**src/verilog/fetch_defines.svh**
```systemverilog
`ifndef FETCH_DEFINES_SVH
`define FETCH_DEFINES_SVH

// datapath widths
`define FETCH_ADDR_W    32
`define FETCH_DATA_W    32

// one fetch line is a single 16-beat burst
`define LINE_WORDS      16
`define LINE_OFFSET_W   6

// AXI4 read burst shape
`define AXI_ID_W        4
`define AXI_LEN_LINE    15
`define AXI_SIZE_WORD   2
`define AXI_BURST_INCR  1
`define FETCH_AXI_ID    0

// decoder-side queue
`define QUEUE_DEPTH     4
`define RESET_PC        32'h0000_0000

`endif
```
**src/verilog/fetch_pkg.sv**
```systemverilog
`include "fetch_defines.svh"

package fetch_pkg;

    // pc override from a later stage
    typedef struct packed {
        logic                     valid;
        logic [`FETCH_ADDR_W-1:0] target;
    } redirect_t;

    // one instruction pair as handed to the decoder
    typedef struct packed {
        logic [`FETCH_ADDR_W-1:0] pc;
        logic [`FETCH_DATA_W-1:0] inst0;
        logic [`FETCH_DATA_W-1:0] inst1;
    } fetch_pair_t;

    typedef struct packed {
        logic [`AXI_ID_W-1:0]     id;
        logic [`FETCH_ADDR_W-1:0] addr;
        logic [7:0]               len;
        logic [2:0]               size;
        logic [1:0]               burst;
    } axi_ar_t;

    typedef struct packed {
        logic [`AXI_ID_W-1:0]     id;
        logic [`FETCH_DATA_W-1:0] data;
        logic [1:0]               resp;
        logic                     last;
    } axi_r_t;

endpackage

```
**src/verilog/fetch_top.sv**
```systemverilog
`include "fetch_defines.svh"

module fetch_top (
    input  logic                   aclk,
    input  logic                   aresetn,
    input  fetch_pkg::redirect_t   i_redirect_wb,
    input  fetch_pkg::redirect_t   i_redirect_ex,
    input  fetch_pkg::redirect_t   i_redirect_id,
    output fetch_pkg::axi_ar_t     o_ar,
    output logic                   o_arvalid,
    input  logic                   i_arready,
    input  fetch_pkg::axi_r_t      i_r,
    input  logic                   i_rvalid,
    output logic                   o_rready,
    output logic                   o_pair_valid,
    output fetch_pkg::fetch_pair_t o_pair,
    input  logic                   i_pair_ready
);

    logic [`FETCH_ADDR_W-1:0] pc;
    logic                     flush;
    logic                     push;
    logic                     queue_full;
    fetch_pkg::fetch_pair_t   push_pair;

    pc_gen u_pc_gen (
        .aclk          (aclk),
        .aresetn       (aresetn),
        .i_redirect_wb (i_redirect_wb),
        .i_redirect_ex (i_redirect_ex),
        .i_redirect_id (i_redirect_id),
        .i_advance     (push),
        .o_pc          (pc),
        .o_flush       (flush)
    );

    line_buffer u_line_buffer (
        .aclk      (aclk),
        .aresetn   (aresetn),
        .i_pc      (pc),
        .i_flush   (flush),
        .i_full    (queue_full),
        .i_arready (i_arready),
        .i_r       (i_r),
        .i_rvalid  (i_rvalid),
        .o_push    (push),
        .o_pair    (push_pair),
        .o_ar      (o_ar),
        .o_arvalid (o_arvalid),
        .o_rready  (o_rready)
    );

    fetch_queue u_fetch_queue (
        .aclk    (aclk),
        .aresetn (aresetn),
        .i_flush (flush),
        .i_push  (push),
        .i_pair  (push_pair),
        .i_ready (i_pair_ready),
        .o_full  (queue_full),
        .o_valid (o_pair_valid),
        .o_pair  (o_pair)
    );

endmodule

```
**src/verilog/fetch_queue.sv**
```systemverilog
`include "fetch_defines.svh"

module fetch_queue (
    input  logic                   aclk,
    input  logic                   aresetn,
    input  logic                   i_flush,
    input  logic                   i_push,
    input  fetch_pkg::fetch_pair_t i_pair,
    input  logic                   i_ready,
    output logic                   o_full,
    output logic                   o_valid,
    output fetch_pkg::fetch_pair_t o_pair
);

    localparam int PTR_W = $clog2(`QUEUE_DEPTH);

    fetch_pkg::fetch_pair_t mem [`QUEUE_DEPTH];
    logic [PTR_W-1:0]       wr_ptr;
    logic [PTR_W-1:0]       rd_ptr;
    logic [PTR_W:0]         count;
    logic                   pop;

    assign pop     = o_valid && i_ready;
    assign o_full  = (count == (PTR_W + 1)'(`QUEUE_DEPTH));
    assign o_valid = (count != '0);
    assign o_pair  = mem[rd_ptr];

    always_ff @(posedge aclk) begin
        if (!aresetn || i_flush) begin
            wr_ptr <= '0;
            rd_ptr <= '0;
            count  <= '0;
        end else begin
            if (i_push) begin
                wr_ptr <= wr_ptr + 1'b1;
            end
            if (pop) begin
                rd_ptr <= rd_ptr + 1'b1;
            end
            case ({i_push, pop})
                2'b10:   count <= count + 1'b1;
                2'b01:   count <= count - 1'b1;
                default: count <= count;
            endcase
        end
    end

    always_ff @(posedge aclk) begin
        if (i_push) begin
            mem[wr_ptr] <= i_pair;
        end
    end

    // line_buffer must honour o_full
    a_no_push_full: assert property (@(posedge aclk) disable iff (!aresetn)
        i_push |-> !o_full);

endmodule

```
**src/verilog/line_buffer.sv**
```systemverilog
`include "fetch_defines.svh"

module line_buffer (
    input  logic                     aclk,
    input  logic                     aresetn,
    input  logic [`FETCH_ADDR_W-1:0] i_pc,
    input  logic                     i_flush,
    input  logic                     i_full,
    input  logic                     i_arready,
    input  fetch_pkg::axi_r_t        i_r,
    input  logic                     i_rvalid,
    output logic                     o_push,
    output fetch_pkg::fetch_pair_t   o_pair,
    output fetch_pkg::axi_ar_t       o_ar,
    output logic                     o_arvalid,
    output logic                     o_rready
);

    localparam int TAG_W = `FETCH_ADDR_W - `LINE_OFFSET_W;
    localparam int IDX_W = `LINE_OFFSET_W - 2;

    typedef enum logic [1:0] {
        S_IDLE,
        S_REQ,
        S_FILL
    } state_t;

    state_t                   state;
    logic [`FETCH_DATA_W-1:0] line_mem [`LINE_WORDS];
    logic [TAG_W-1:0]         line_tag;
    logic                     line_valid;
    logic [IDX_W-1:0]         beat_cnt;
    logic                     hit;
    logic                     beat;
    logic [IDX_W-1:0]         idx_lo;
    logic [IDX_W-1:0]         idx_hi;

    assign hit  = line_valid && (line_tag == i_pc[`FETCH_ADDR_W-1:`LINE_OFFSET_W]);
    assign beat = i_rvalid && o_rready;

    // word pair addressed by the pc
    assign idx_lo = {i_pc[`LINE_OFFSET_W-1:3], 1'b0};
    assign idx_hi = {i_pc[`LINE_OFFSET_W-1:3], 1'b1};

    // a redirect drops the pair being offered this cycle
    assign o_push       = hit && !i_full && !i_flush;
    assign o_pair.pc    = i_pc;
    assign o_pair.inst0 = line_mem[idx_lo];
    assign o_pair.inst1 = line_mem[idx_hi];

    assign o_ar.id    = `AXI_ID_W'(`FETCH_AXI_ID);
    assign o_ar.addr  = {line_tag, {`LINE_OFFSET_W{1'b0}}};
    assign o_ar.len   = 8'(`AXI_LEN_LINE);
    assign o_ar.size  = 3'(`AXI_SIZE_WORD);
    assign o_ar.burst = 2'(`AXI_BURST_INCR);

    assign o_arvalid = (state == S_REQ);
    assign o_rready  = (state == S_FILL);

    always_ff @(posedge aclk) begin
        if (!aresetn) begin
            state      <= S_IDLE;
            line_valid <= 1'b0;
            beat_cnt   <= '0;
        end else begin
            case (state)
                S_IDLE: begin
                    if (!hit) begin
                        state      <= S_REQ;
                        line_valid <= 1'b0;
                    end
                end
                S_REQ: begin
                    if (i_arready) begin
                        state <= S_FILL;
                    end
                end
                S_FILL: begin
                    // burst always completes, even across a redirect
                    if (beat) begin
                        beat_cnt <= beat_cnt + 1'b1;
                        if (i_r.last) begin
                            state      <= S_IDLE;
                            line_valid <= 1'b1;
                        end
                    end
                end
                default: begin
                    state <= S_IDLE;
                end
            endcase
        end
    end

    // tag of the line being fetched, latched with the miss
    always_ff @(posedge aclk) begin
        if (state == S_IDLE && !hit) begin
            line_tag <= i_pc[`FETCH_ADDR_W-1:`LINE_OFFSET_W];
        end
    end

    always_ff @(posedge aclk) begin
        if (beat) begin
            line_mem[beat_cnt] <= i_r.data;
        end
    end

    a_ar_stable: assert property (@(posedge aclk) disable iff (!aresetn)
        o_arvalid && !i_arready |=> o_arvalid && $stable(o_ar));

    // slave must close the burst on the sixteenth beat, no sooner or later
    a_last_beat: assert property (@(posedge aclk) disable iff (!aresetn)
        beat |-> (i_r.last == (beat_cnt == IDX_W'(`LINE_WORDS - 1))));

endmodule

```
**src/verilog/pc_gen.sv**
```systemverilog
`include "fetch_defines.svh"

module pc_gen (
    input  logic                     aclk,
    input  logic                     aresetn,
    input  fetch_pkg::redirect_t     i_redirect_wb,
    input  fetch_pkg::redirect_t     i_redirect_ex,
    input  fetch_pkg::redirect_t     i_redirect_id,
    input  logic                     i_advance,
    output logic [`FETCH_ADDR_W-1:0] o_pc,
    output logic                     o_flush
);

    localparam logic [`FETCH_ADDR_W-1:0] PAIR_BYTES = `FETCH_ADDR_W'(8);

    fetch_pkg::redirect_t sel;

    // writeback beats execute beats decode
    always_comb begin
        if (i_redirect_wb.valid) begin
            sel = i_redirect_wb;
        end else if (i_redirect_ex.valid) begin
            sel = i_redirect_ex;
        end else begin
            sel = i_redirect_id;
        end
    end

    assign o_flush = i_redirect_wb.valid | i_redirect_ex.valid | i_redirect_id.valid;

    always_ff @(posedge aclk) begin
        if (!aresetn) begin
            o_pc <= `RESET_PC;
        end else if (o_flush) begin
            o_pc <= sel.target;
        end else if (i_advance) begin
            o_pc <= o_pc + PAIR_BYTES;
        end
    end

    // pairs are fetched whole, so a target inside a pair breaks the line lookup
    a_redirect_aligned: assert property (@(posedge aclk) disable iff (!aresetn)
        (!i_redirect_wb.valid || i_redirect_wb.target[2:0] == 3'b000) &&
        (!i_redirect_ex.valid || i_redirect_ex.target[2:0] == 3'b000) &&
        (!i_redirect_id.valid || i_redirect_id.target[2:0] == 3'b000));

endmodule

```
**config.mk**
```make
export PLATFORM = sky130hd
export DESIGN_NAME = fetch_top
export DESIGN_NICKNAME = d
export VERILOG_FILES = /design/src/verilog/fetch_pkg.sv /design/src/verilog/fetch_top.sv /design/src/verilog/fetch_queue.sv /design/src/verilog/line_buffer.sv /design/src/verilog/pc_gen.sv
export VERILOG_INCLUDE_DIRS = /design/src /design/src/verilog
export SDC_FILE = /design/constraint.sdc
export NUM_CORES = 1
export LEC_CHECK = 0
export BUFFER_PORTS_ARGS = -buffer_cell sky130_fd_sc_hd__buf_2
export CAP_MARGIN = 5
export CORE_MARGIN = 1
export CORE_UTILIZATION = 40
export CTS_CLUSTER_DIAMETER = 100
export DETAILED_ROUTE_END_ITERATION = 8
export HOLD_SLACK_MARGIN = 0.03
export PLACE_DENSITY = 0.58
export SLEW_MARGIN = 20
export SYNTH_ARGS = -nofsm -noshare
export SYNTH_HDL_FRONTEND = slang
export SYNTH_SLANG_ARGS = --single-unit
```
**constraint.sdc**
```tcl
create_clock -name aclk -period 12.3 [get_ports aclk]
set_input_delay 2.46 -clock aclk [delete_from_list [all_inputs] [get_ports aclk]]
set_output_delay 2.46 -clock aclk [all_outputs]
set_load 0.01 [all_outputs]
```
After elaboration in Yosys (flattened, before gate mapping)
Memories as Yosys holds them, arrays and structs flattened. A register that Yosys moved wholly into a read port is not among the register bits.
Cells that the tools add are included.
W data, S select, Z words.
{"block": "classes", "eq_ne": 10, "add_sub_neg": 6, "bitwise_logic": 2, "reduce_logical": 19, "mux": 24}
{"op": "$mux W32", "count": 4}
{"op": "$add A32 B4 Y32 const B", "count": 1}
{"op": "$eq A26 B26 Y1", "count": 1}
{"op": "$mux W4", "count": 4}
{"op": "$mux W2", "count": 6}
{"op": "$reduce_and A4 Y1", "count": 2}
{"op": "$mux W1", "count": 7}
{"op": "$logic_and A1 B1 Y1", "count": 6}
{"op": "$ne A2 B2 Y1 const B", "count": 3}
{"op": "$pmux W2 S3", "count": 1}
{"op": "$pmux W3 S2", "count": 1}
{"op": "$reduce_bool A2 Y1", "count": 3}
{"op": "$add A2 B1 Y2 const B", "count": 2}
{"op": "$add A4 B1 Y4 const B", "count": 1}
{"op": "$eq A2 B1 Y1 const B", "count": 2}
{"op": "$eq A2 B2 Y1 const B", "count": 2}
{"op": "$logic_not A1 Y1", "count": 4}
{"op": "$add A3 B1 Y3 const B", "count": 1}
{"op": "$eq A3 B3 Y1 const B", "count": 1}
{"op": "$reduce_bool A3 Y1", "count": 1}
{"op": "$sub A3 B1 Y3 const B", "count": 1}
{"op": "$logic_not A2 Y1", "count": 1}
{"op": "$ne A2 B1 Y1 const B", "count": 1}
{"op": "$or A1 B1 Y1", "count": 2}
{"op": "other kinds (3)", "count": 3}
{"block": "totals", "output_inout_bits": 148, "regBits": 72, "in_bits": 143, "ram_bits": 896, "memories": 2, "wordCells": 71}
{"memory": "u_line_buffer.line_mem", "depth": 16, "word_bits": 32, "read_ports": 2, "rd_ports_with_merged_regs": 2, "wr": 1, "line_no": "line_buffer.sv:29", "source": "logic [`FETCH_DATA_W-1:0] line_mem [`LINE_WORDS];"}
{"memory": "u_fetch_queue.mem", "depth": 4, "word_bits": 96, "read_ports": 1, "rd_ports_with_merged_regs": 1, "wr": 1, "line_no": "fetch_queue.sv:17", "source": "fetch_pkg::fetch_pair_t mem [`QUEUE_DEPTH];"}

Depth between registers and ports, before layout
Gate-level depths: netlist of run 1.
{"block": "depth", "ltp_word": 8, "ltp_mapped": 13, "depth_no_buf": 12}

Cells and area by module
A second synthesis of run 1 with hierarchy kept.
{"block": "unflattened", "cells_unflattened": 1846, "hier_area_um2": 38199.1}
{"mod": "line_buffer", "area_per_inst_um2": 21165.3, "n_inst": 1, "seq_area_each_um2": 16295.6, "cells_per_inst": 924}
{"mod": "fetch_queue", "area_per_inst_um2": 14313.7, "n_inst": 1, "seq_area_each_um2": 11711.2, "cells_per_inst": 551}
{"mod": "pc_gen", "area_per_inst_um2": 2720.1, "n_inst": 1, "seq_area_each_um2": 640.6, "cells_per_inst": 371}

Worst setup path before layout of run 1
No wires, ideal clock.
{"block": "synth_path", "path_type": "in2reg", "startpoint": "input i_redirect_ex[32] in the netlist's numbering", "endpoint": "memory u_fetch_queue.mem[0][0] in the netlist's numbering (enable)", "stages": 4, "setup_ns": 0.466, "setup_slack_ns": 6.022, "arrival_time_ns": 5.812, "path_cell_list": "clkbuf_1 > nor3_1 > clkbuf_1 > and3_1"}
{"block": "synth_via", "elab_chain_len": 6}
{"item": "start, declared", "line_no": "fetch_top.sv:7", "source": "input fetch_pkg::redirect_t i_redirect_ex,"}
{"item": "$or A1 B1 Y1 (2 in series)", "line_no": "pc_gen.sv:29", "source": "assign o_flush = i_redirect_wb.valid | i_redirect_ex.valid | i_redirect_id.valid;"}
{"item": "$logic_not A1 Y1", "line_no": "line_buffer.sv:46", "source": "assign o_push = hit && !i_full && !i_flush;"}
{"item": "$logic_and A1 B1 Y1", "line_no": "line_buffer.sv:46"}
{"item": "$mux W1", "line_no": "fetch_queue.sv:49", "source": "if (i_push) begin"}
{"item": "$mux W1 (not written as such)", "line_no": "fetch_queue.sv:50", "source": "mem[wr_ptr] <= i_pair;"}
{"item": "end, declared", "line_no": "fetch_queue.sv:17"}
Every way passes these cells.

==> load_flow_metrics.sql, run 1 <==
INSERT INTO impl_metrics (metric_group, metric, value, unit) VALUES
('setup_path', 'critical_path_class', 'reg2out', ''),
('sta', 'timing.final.crit_share', '45.2', '%'),
('cts', 'tritoncts', 'yes', ''),
('synth', 'synth_simple_gate_area_share', '3.15', '%'),
('setup_path', 'required', '9.84', 'ns'),
('synth', 'synthDominantAreaCellType', 'sky130_fd_sc_hd__edfxtp_1', ''),
('sta', 'fin_hold_ws', '0.516', 'ns'),
('drt', 'post-route-drc-count', '0', ''),
('setup_path', 'cp-end-kind', 'primary output', ''),
('global_routing', 'global_route.usage.met2', '30.1', '%'),
('pwr', 'leakage', '0.0139', 'µW'),
('pwr', 'max-vdd-ir-drop', '0.105', 'mV'),
('setup_path', 'critical_path.max_fanout', '35', ''),
('synth', 'post_synth_inst_count', '1804', ''),
('layout', 'antenna_cells', '0', ''),
('global_routing', 'antenna_found_initial', '7', ''),
('cts', 'clk_pin_slew', '0.06', 'ns'),
('floorplan', 'initial_utilization', '40.4', '%'),
('global_routing', 'grt_overflow', '0', ''),
('global_routing', 'grt_max_degree', '73', ''),
('global_routing', 'globalRoute.busiestLayer', 'met2', ''),
('cts', 'postCtsResizedCells', '0', ''),
('run_status', 'outcome', 'finished clean', ''),
('layout', 'layout.filler_cells', '7780', ''),
('sta', 'grt_setup_unrepaired', 'no', ''),
('global_routing', 'globalRouteMet3Util', '3.26', '%'),
('layout', 'commonest_non_fill_non_tap_cell_in_the_layout', 'sky130_fd_sc_hd__edfxtp_1', ''),
('sta', 'final.setup_skew', '0.0399', 'ns'),
('layout', 'multiInputGateArea', '0.00859', 'mm²'),
('synth', 'synth_compound_area_share', '2.19', '%'),
('synth', 'yosysUniqueCellTypes', '60', ''),
('sta', 'drv_slew', '0', ''),
('global_routing', 'grt.met1_usage', '24.1', '%'),
('synth', 'synth.avg_cell_area', '20.9', 'µm²'),
('sta', 'final-hold-violation-count', '0', ''),
('drt', 'routedWlPerCell', '24.6', 'µm'),
('global_routing', 'first_global_vias', '18900', ''),
('placed_design', 'place.gp.congestion', '0.893', ''),
('floorplan', 'chip_height', '309', 'µm'),
('cts', 'maximum_level_of_the_cts_h_tree', '3', ''),
('synth', 'dominantRegCellSynth', 'sky130_fd_sc_hd__edfxtp_1', ''),
('floorplan', 'dieArea', '0.0954', 'mm²'),
('synth', 'synthMuxAreaShare', '15.5', '%'),
('drt', 'wl', '84900', 'µm'),
('cts', 'postCtsHoldBufs', '0', ''),
('drt', 'postRouteAntennaNets', '0', ''),
('cts', 'cts_buffers', '99', ''),
('sta', 'finalSetupViolCount', '0', ''),
('global_routing', 'grt_first_pass_wirelength', '124000', 'µm'),
('sta', 'worst_pin_slew', '1.14', 'ns'),
('setup_path', 'data_arrival_time_of_the_critical_path', '3.11', 'ns'),
('layout', 'register_area', '0.0287', 'mm²'),
('floorplan', 'floorplan.core_area', '0.0933', 'mm²'),
('synth', 'yosys.area_share.adder', '0.385', '%'),
('cts', 'clock_tree.root_cell', 'sky130_fd_sc_hd__clkbuf_16', ''),
('drt', 'drt_iter0_markers', '1294', ''),
('layout', 'layout.cells.most_common_list', 'sky130_fd_sc_hd__edfxtp_1 (922), sky130_fd_sc_hd__buf_2 (261), sky130_fd_sc_hd__mux4_2 (224)', ''),
('layout', 'nets', '2265', ''),
('drt', 'detail_route.first_pass.iterations', '5', ''),
('synth', 'share_of_yosys_cell_area_claimed_by_the_top_area_cell_type', '73.5', '%'),
('cts', 'post-cts-setup-buffer-count', '0', ''),
('pwr', 'power-per-cell-area', '159', 'mW/mm²'),
('cts', 'worstSkewPairLatency', '0.67', 'ns'),
('layout', 'fin_cells', '3450', ''),
('synth', 'main_combinational_cell_family_by_area_after_synthesis', 'multiplexers', ''),
('floorplan', 'placement_rows', '112', ''),
('synth', 'synth_top_cells_by_area', 'sky130_fd_sc_hd__edfxtp_1 (74%), sky130_fd_sc_hd__mux4_2 (13%), sky130_fd_sc_hd__dfxtp_1 (2.7%)', ''),
('synth', 'synthArstFlopShare', '0', '%'),
('floorplan', 'io_pins', '291', ''),
('cts', 'cts_buffer_depth', '3', ''),
('layout', 'drive_gt1_share', '35.4', '%');
[worst max-delay path, stage by stage, from the launching register on]
cell	delay (ns)
sky130_fd_sc_hd__dfxtp_4	0.90
sky130_fd_sc_hd__buf_4	0.67
sky130_fd_sc_hd__mux4_2	0.64
sky130_fd_sc_hd__buf_2	0.17
[worst paths after layout]
check / startpoint / cells after the start / endpoint / slack, ns
worst max-delay path: flip-flop / 3 / o_pair[53] / 6.73
worst min-delay path: u_pc_gen.o_pc[1] / 2 / u_pc_gen.o_pc[1] / 0.52
worst min register to register: u_pc_gen.o_pc[1] / 2 / u_pc_gen.o_pc[1] / 0.52
worst max register to register: u_pc_gen.o_pc[11] / 8 / u_fetch_queue.mem[1][21] / 8.14
[per-layer routing]
layer	vias up	share of wire, %	wire length (µm)
met5	-	0.098	83
met4	12	1.8	1540
met3	130	5.2	4400
met2	505	50	42700
met1	9777	43	36200
li1	8031	-	-
[final cells by class]
cell class	instances	share of cell area (%)
clock inverters	64	1.53
well taps	1254	3.58
inverters	12	0.103
flip-flops and latches	973	65.6
multi-input cells	726	19.6
clock buffers	122	5.92
repair buffers	299	3.69
[where the power goes]
group	switching (µW)	internal [µW]	total, µW
registers	44.2	3660	3710
clock network	1250	1740	2990
logic	158	126	284
total	1450	5530	6980
[cell usage after synthesis (3+ instances only)]
library cell and n:
sky130_fd_sc_hd__a22oi_1 13, sky130_fd_sc_hd__buf_2 22, sky130_fd_sc_hd__buf_1 14, sky130_fd_sc_hd__nor4b_1 3, sky130_fd_sc_hd__nor2b_1 6, sky130_fd_sc_hd__or3_1 10, sky130_fd_sc_hd__nor2_1 38, sky130_fd_sc_hd__and2_1 9
sky130_fd_sc_hd__o31ai_1 8, sky130_fd_sc_hd__buf_4 23, sky130_fd_sc_hd__nand2b_1 3, sky130_fd_sc_hd__a21boi_0 4, sky130_fd_sc_hd__o31a_1 3, sky130_fd_sc_hd__a21oi_1 17, sky130_fd_sc_hd__mux2_2 66, sky130_fd_sc_hd__edfxtp_1 922
sky130_fd_sc_hd__mux2i_1 5, sky130_fd_sc_hd__xnor2_1 31, sky130_fd_sc_hd__nand3_1 20, sky130_fd_sc_hd__o21ai_0 40, sky130_fd_sc_hd__clkbuf_1 53, sky130_fd_sc_hd__or4_1 6, sky130_fd_sc_hd__dfxtp_1 51, sky130_fd_sc_hd__a31oi_1 13
sky130_fd_sc_hd__o221a_2 4, sky130_fd_sc_hd__nor3_1 11, sky130_fd_sc_hd__inv_1 11, sky130_fd_sc_hd__ha_1 10, sky130_fd_sc_hd__xor2_1 8, sky130_fd_sc_hd__nand2_1 74, sky130_fd_sc_hd__mux4_2 224, sky130_fd_sc_hd__nand4_1 21
sky130_fd_sc_hd__o22ai_1 18, sky130_fd_sc_hd__and3_1 10, sky130_fd_sc_hd__nor3b_1 3
[kinds of logic after synthesis]
group / Yosys count
flip-flops: 973
multiplexers: 295
AND/OR/NAND/NOR: 227
AO/OA/AOI/OAI: 130
buffers and inverters: 126
XOR/XNOR: 40
adder cells (fa/ha/maj): 11
other: 2
[flip-flops by register name, summed over array words and instances, names as in the netlist, named ones only]
name / count
u_line_buffer.line_mem: 512
u_fetch_queue.mem: 384
u_pc_gen.o_pc: 32
u_line_buffer.line_tag: 26
u_line_buffer.beat_cnt: 4
u_fetch_queue.count: 3
u_fetch_queue.rd_ptr: 2
u_fetch_queue.wr_ptr: 2
u_line_buffer.state: 2
u_line_buffer.line_valid: 1
[through the flow]
step	util (%)	worst slack, ns	instance area, µm²
6_report	46.9	6.73	43800
5_1_grt	46.9	6.43	43800
4_1_cts	46.9	6.53	43800
3_5_place_dp	43.4	6.61	40500
3_3_place_gp	43.4	6.66	40500
2_1_floorplan	-	6.02	37700
No activity file was read; power rests on OpenSTA's default activity.
==> run 2, diff against run 1 <==
PLACE_DENSITY = 0.6   (was 0.58)
clock period = 4.59 ns   (was 12.3 ns; I/O delays follow)
==> load_flow_metrics.sql, run 2 (same netlist as run 1, synthesis figures left out) <==
INSERT INTO impl_metrics (metric_group, metric, value, unit) VALUES
('placed_design', 'post-place-ws', '1.24', 'ns'),
('setup_path', 'worstPathCellList', 'buf_12, mux4_2, buf_2', ''),
('layout', 'largest_register_ffs', '512', ''),
('setup_path', 'critical_path.max_fanout', '43', ''),
('cts', 'cts_buffers', '100', ''),
('sta', 'worst_pin_slew', '0.964', 'ns'),
('setup_path', 'cp-end-kind', 'primary output', ''),
('drt', 'wl', '83900', 'µm'),
('floorplan', 'placement_rows', '112', ''),
('drt', 'drt-vias-per-instance', '5.35', ''),
('drt', 'post-route-drc-count', '0', ''),
('sta', 'drv_slew', '0', ''),
('drt', 'routedWlPerCell', '24.2', 'µm'),
('sta', 'final_ws_setup', '1.07', 'ns'),
('global_routing', 'grt_overflow', '0', ''),
('cts', 'post-cts-setup-buffer-count', '0', ''),
('floorplan', 'dieArea', '0.0954', 'mm²'),
('setup_path', 'regToRegEndpoint', 'u_fetch_queue.mem[0][35]', ''),
('setup_path', 'critPathSlowestCell', 'sky130_fd_sc_hd__dfxtp_4', ''),
('pwr', 'power-per-cell-area', '417', 'mW/mm²'),
('pwr', 'post-layout-total-power', '18300', 'µW'),
('global_routing', 'grt_max_degree', '66', ''),
('cts', 'cts_buffer_depth', '3', ''),
('sta', 'grt_setup_unrepaired', 'no', ''),
('layout', 'commonest_non_fill_non_tap_cell_in_the_layout', 'sky130_fd_sc_hd__edfxtp_1', ''),
('pwr', 'leakage', '0.0140', 'µW'),
('cts', 'worstSkewPairLatency', '0.67', 'ns'),
('flow_run', 'reported_max_cap_violation_count', '0', ''),
('setup_path', 'worst-r2r-setup-slack', '1.27', 'ns'),
('placed_design', 'buffer_ports.inserted', '261', ''),
('drt', 'postRouteAntennaNets', '0', ''),
('floorplan', 'initial_utilization', '40.4', '%'),
('floorplan', 'io_pins', '291', ''),
('cts', 'clock_tree.root_cell', 'sky130_fd_sc_hd__clkbuf_16', ''),
('min_path', 'hold_path_end', 'u_line_buffer.state[0]', ''),
('setup_path', 'startpoint_type', 'flip-flop', ''),
('cts', 'clk_pin_slew', '0.06', 'ns'),
('layout', 'finalInstanceArea', '0.0440', 'mm²'),
('sta', 'final.setup_skew', '0.0546', 'ns'),
('floorplan', 'chip_height', '309', 'µm'),
('cts', 'tritoncts', 'yes', ''),
('sta', 'worst_slew_margin_rel', '35.8', '%'),
('setup_path', 'worst_path_largest_cell_delay', '0.68', 'ns'),
('sta', 'totalNegativeSetupSlack', '0', 'ns'),
('placed_design', 'hpwl', '51500', 'µm'),
('placed_design', 'place.gp.congestion', '0.851', ''),
('layout', 'layout.core_utilization', '47.2', '%'),
('sta', 'timing.final.crit_share', '76.6', '%'),
('setup_path', 'cell_count_of_the_worst_reg_to_reg_path', '8', ''),
('setup_path', 'required', '3.67', 'ns'),
('sta', 'fin_crit', '3.52', 'ns'),
('placed_design', 'dpl-instance-area', '0.0409', 'mm²'),
('setup_path', 'rr_startpoint', 'u_pc_gen.o_pc[17]', ''),
('sta', 'fmaxAchievable', '284', 'MHz'),
('layout', 'layout.filler_cells', '7790', ''),
('floorplan', 'die_width', '309', 'µm'),
('floorplan', 'floorplan.core_area', '0.0933', 'mm²'),
('min_path', 'hp-start', 'u_line_buffer.state[1]', ''),
('global_routing', 'first_global_vias', '19200', ''),
('sta', 'finalSetupViolCount', '0', ''),
('layout', 'nets', '2286', ''),
('min_path', 'whs_path_depth', '1', ''),
('cts', 'postCtsResizedCells', '0', ''),
('cts', 'clock-sinks', '973', ''),
('cts', 'maximum_level_of_the_cts_h_tree', '3', ''),
('run_status', 'outcome', 'finished clean', ''),
('setup_path', 'data_arrival_time_of_the_critical_path', '2.60', 'ns'),
('cts', 'postCtsHoldBufs', '0', ''),
('layout', 'drive_gt1_share', '35.7', '%'),
('drt', 'drt_iter0_markers', '1656', ''),
('sta', 'final-hold-violation-count', '0', ''),
('layout', 'area_growth', '16.9', '%'),
('drt', 'detail_route.first_pass.iterations', '8', ''),
('min_path', 'min_path_type', 'reg2reg', ''),
('layout', 'layout.cells.most_common_list', 'sky130_fd_sc_hd__edfxtp_1 (922), sky130_fd_sc_hd__buf_2 (261), sky130_fd_sc_hd__mux4_2 (224)', ''),
('global_routing', 'antenna_found_initial', '9', ''),
('pwr', 'max-vdd-ir-drop', '0.348', 'mV'),
('drt', 'via_count', '18500', ''),
('layout', 'largest_registers', 'u_line_buffer.line_mem (512), u_fetch_queue.mem (384), u_pc_gen.o_pc (32)', ''),
('layout', 'largest-register', 'u_line_buffer.line_mem', ''),
('global_routing', 'grtUsageTotal', '17.6', '%'),
('setup_path', 'critical_path_class', 'reg2out', ''),
('global_routing', 'grt_first_pass_wirelength', '123000', 'µm');
==> run 2: cell count changes in the layout (fill, tap and decap cells not counted), moves of 2 or more <==
cell,change
sky130_fd_sc_hd__clkinvlp_4,-3
sky130_fd_sc_hd__buf_12,+22
sky130_fd_sc_hd__bufinv_16,-7
sky130_fd_sc_hd__clkbuf_16,+4
sky130_fd_sc_hd__diode_2,+3
sky130_fd_sc_hd__inv_6,-2
sky130_fd_sc_hd__inv_16,+2
sky130_fd_sc_hd__clkinv_1,+2
==> run 2: final cells by class <==
type,instances,area (µm²),area share [%]
sequential,973,28700,65.2
multi-input combinational,726,8580,19.5
clock buffer,124,2680,6.08
timing repair buffer,319,2020,4.58
tap,1254,1570,3.56
clock inverter,55,427,0.969
inverter,12,45.0,0.102
antenna,3,7.51,0.0170
==> run 2: worst max path at each step <==
stage                                   end  slack [ns]  cells past startpoint
6_report                         o_pair[15]        1.07                      3
5_1_grt                          o_pair[15]        0.89                      3
4_1_cts                          o_pair[15]        0.94                      3
3_3_place_gp       u_fetch_queue.mem[3][95]        1.28                      8
2_1_floorplan  u_line_buffer.line_mem[3][0]        0.48                      4
3_5_place_dp       u_fetch_queue.mem[0][95]        1.24                      8
==> run 2: worst max-delay path: cells and delay by family, from the launching register on <==
| family | cells | cell delay [ns] |
|---|---|---|
| buf+inv | 2 | 0.59 |
| mux | 1 | 0.65 |
| flops | 1 | 0.68 |
==> run 2: metrics by stage <==
stage | hold WS (ns) | std cells
global route | 0.528 | 3463
floorplan | 0.448 | 1825
finish | 0.500 | 3466
detailed placement | 0.494 | 3284
global placement | 0.474 | 3284
CTS | 0.506 | 3463
==> run 2: power breakdown <==
part	switching, µW	total [µW]	leakage, µW	internal [µW]
combinational	415	758	0.00374	343
sequential	129	9950	0.00879	9820
clock	3280	7640	0.00152	4360
==> run 2: metal layers <==
| metal | global-route usage (%) | part of all wire [%] | wire length, µm | up-vias |
|---|---|---|---|---|
| li1 | - | - | - | 8073 |
| met1 | 23.3 | 41 | 34700 | 9733 |
| met2 | 29.4 | 50 | 41800 | 582 |
| met3 | 3.59 | 6.3 | 5260 | 151 |
| met4 | 5.04 | 2.5 | 2130 | 10 |
| met5 | 0 | 0.074 | 62 | - |
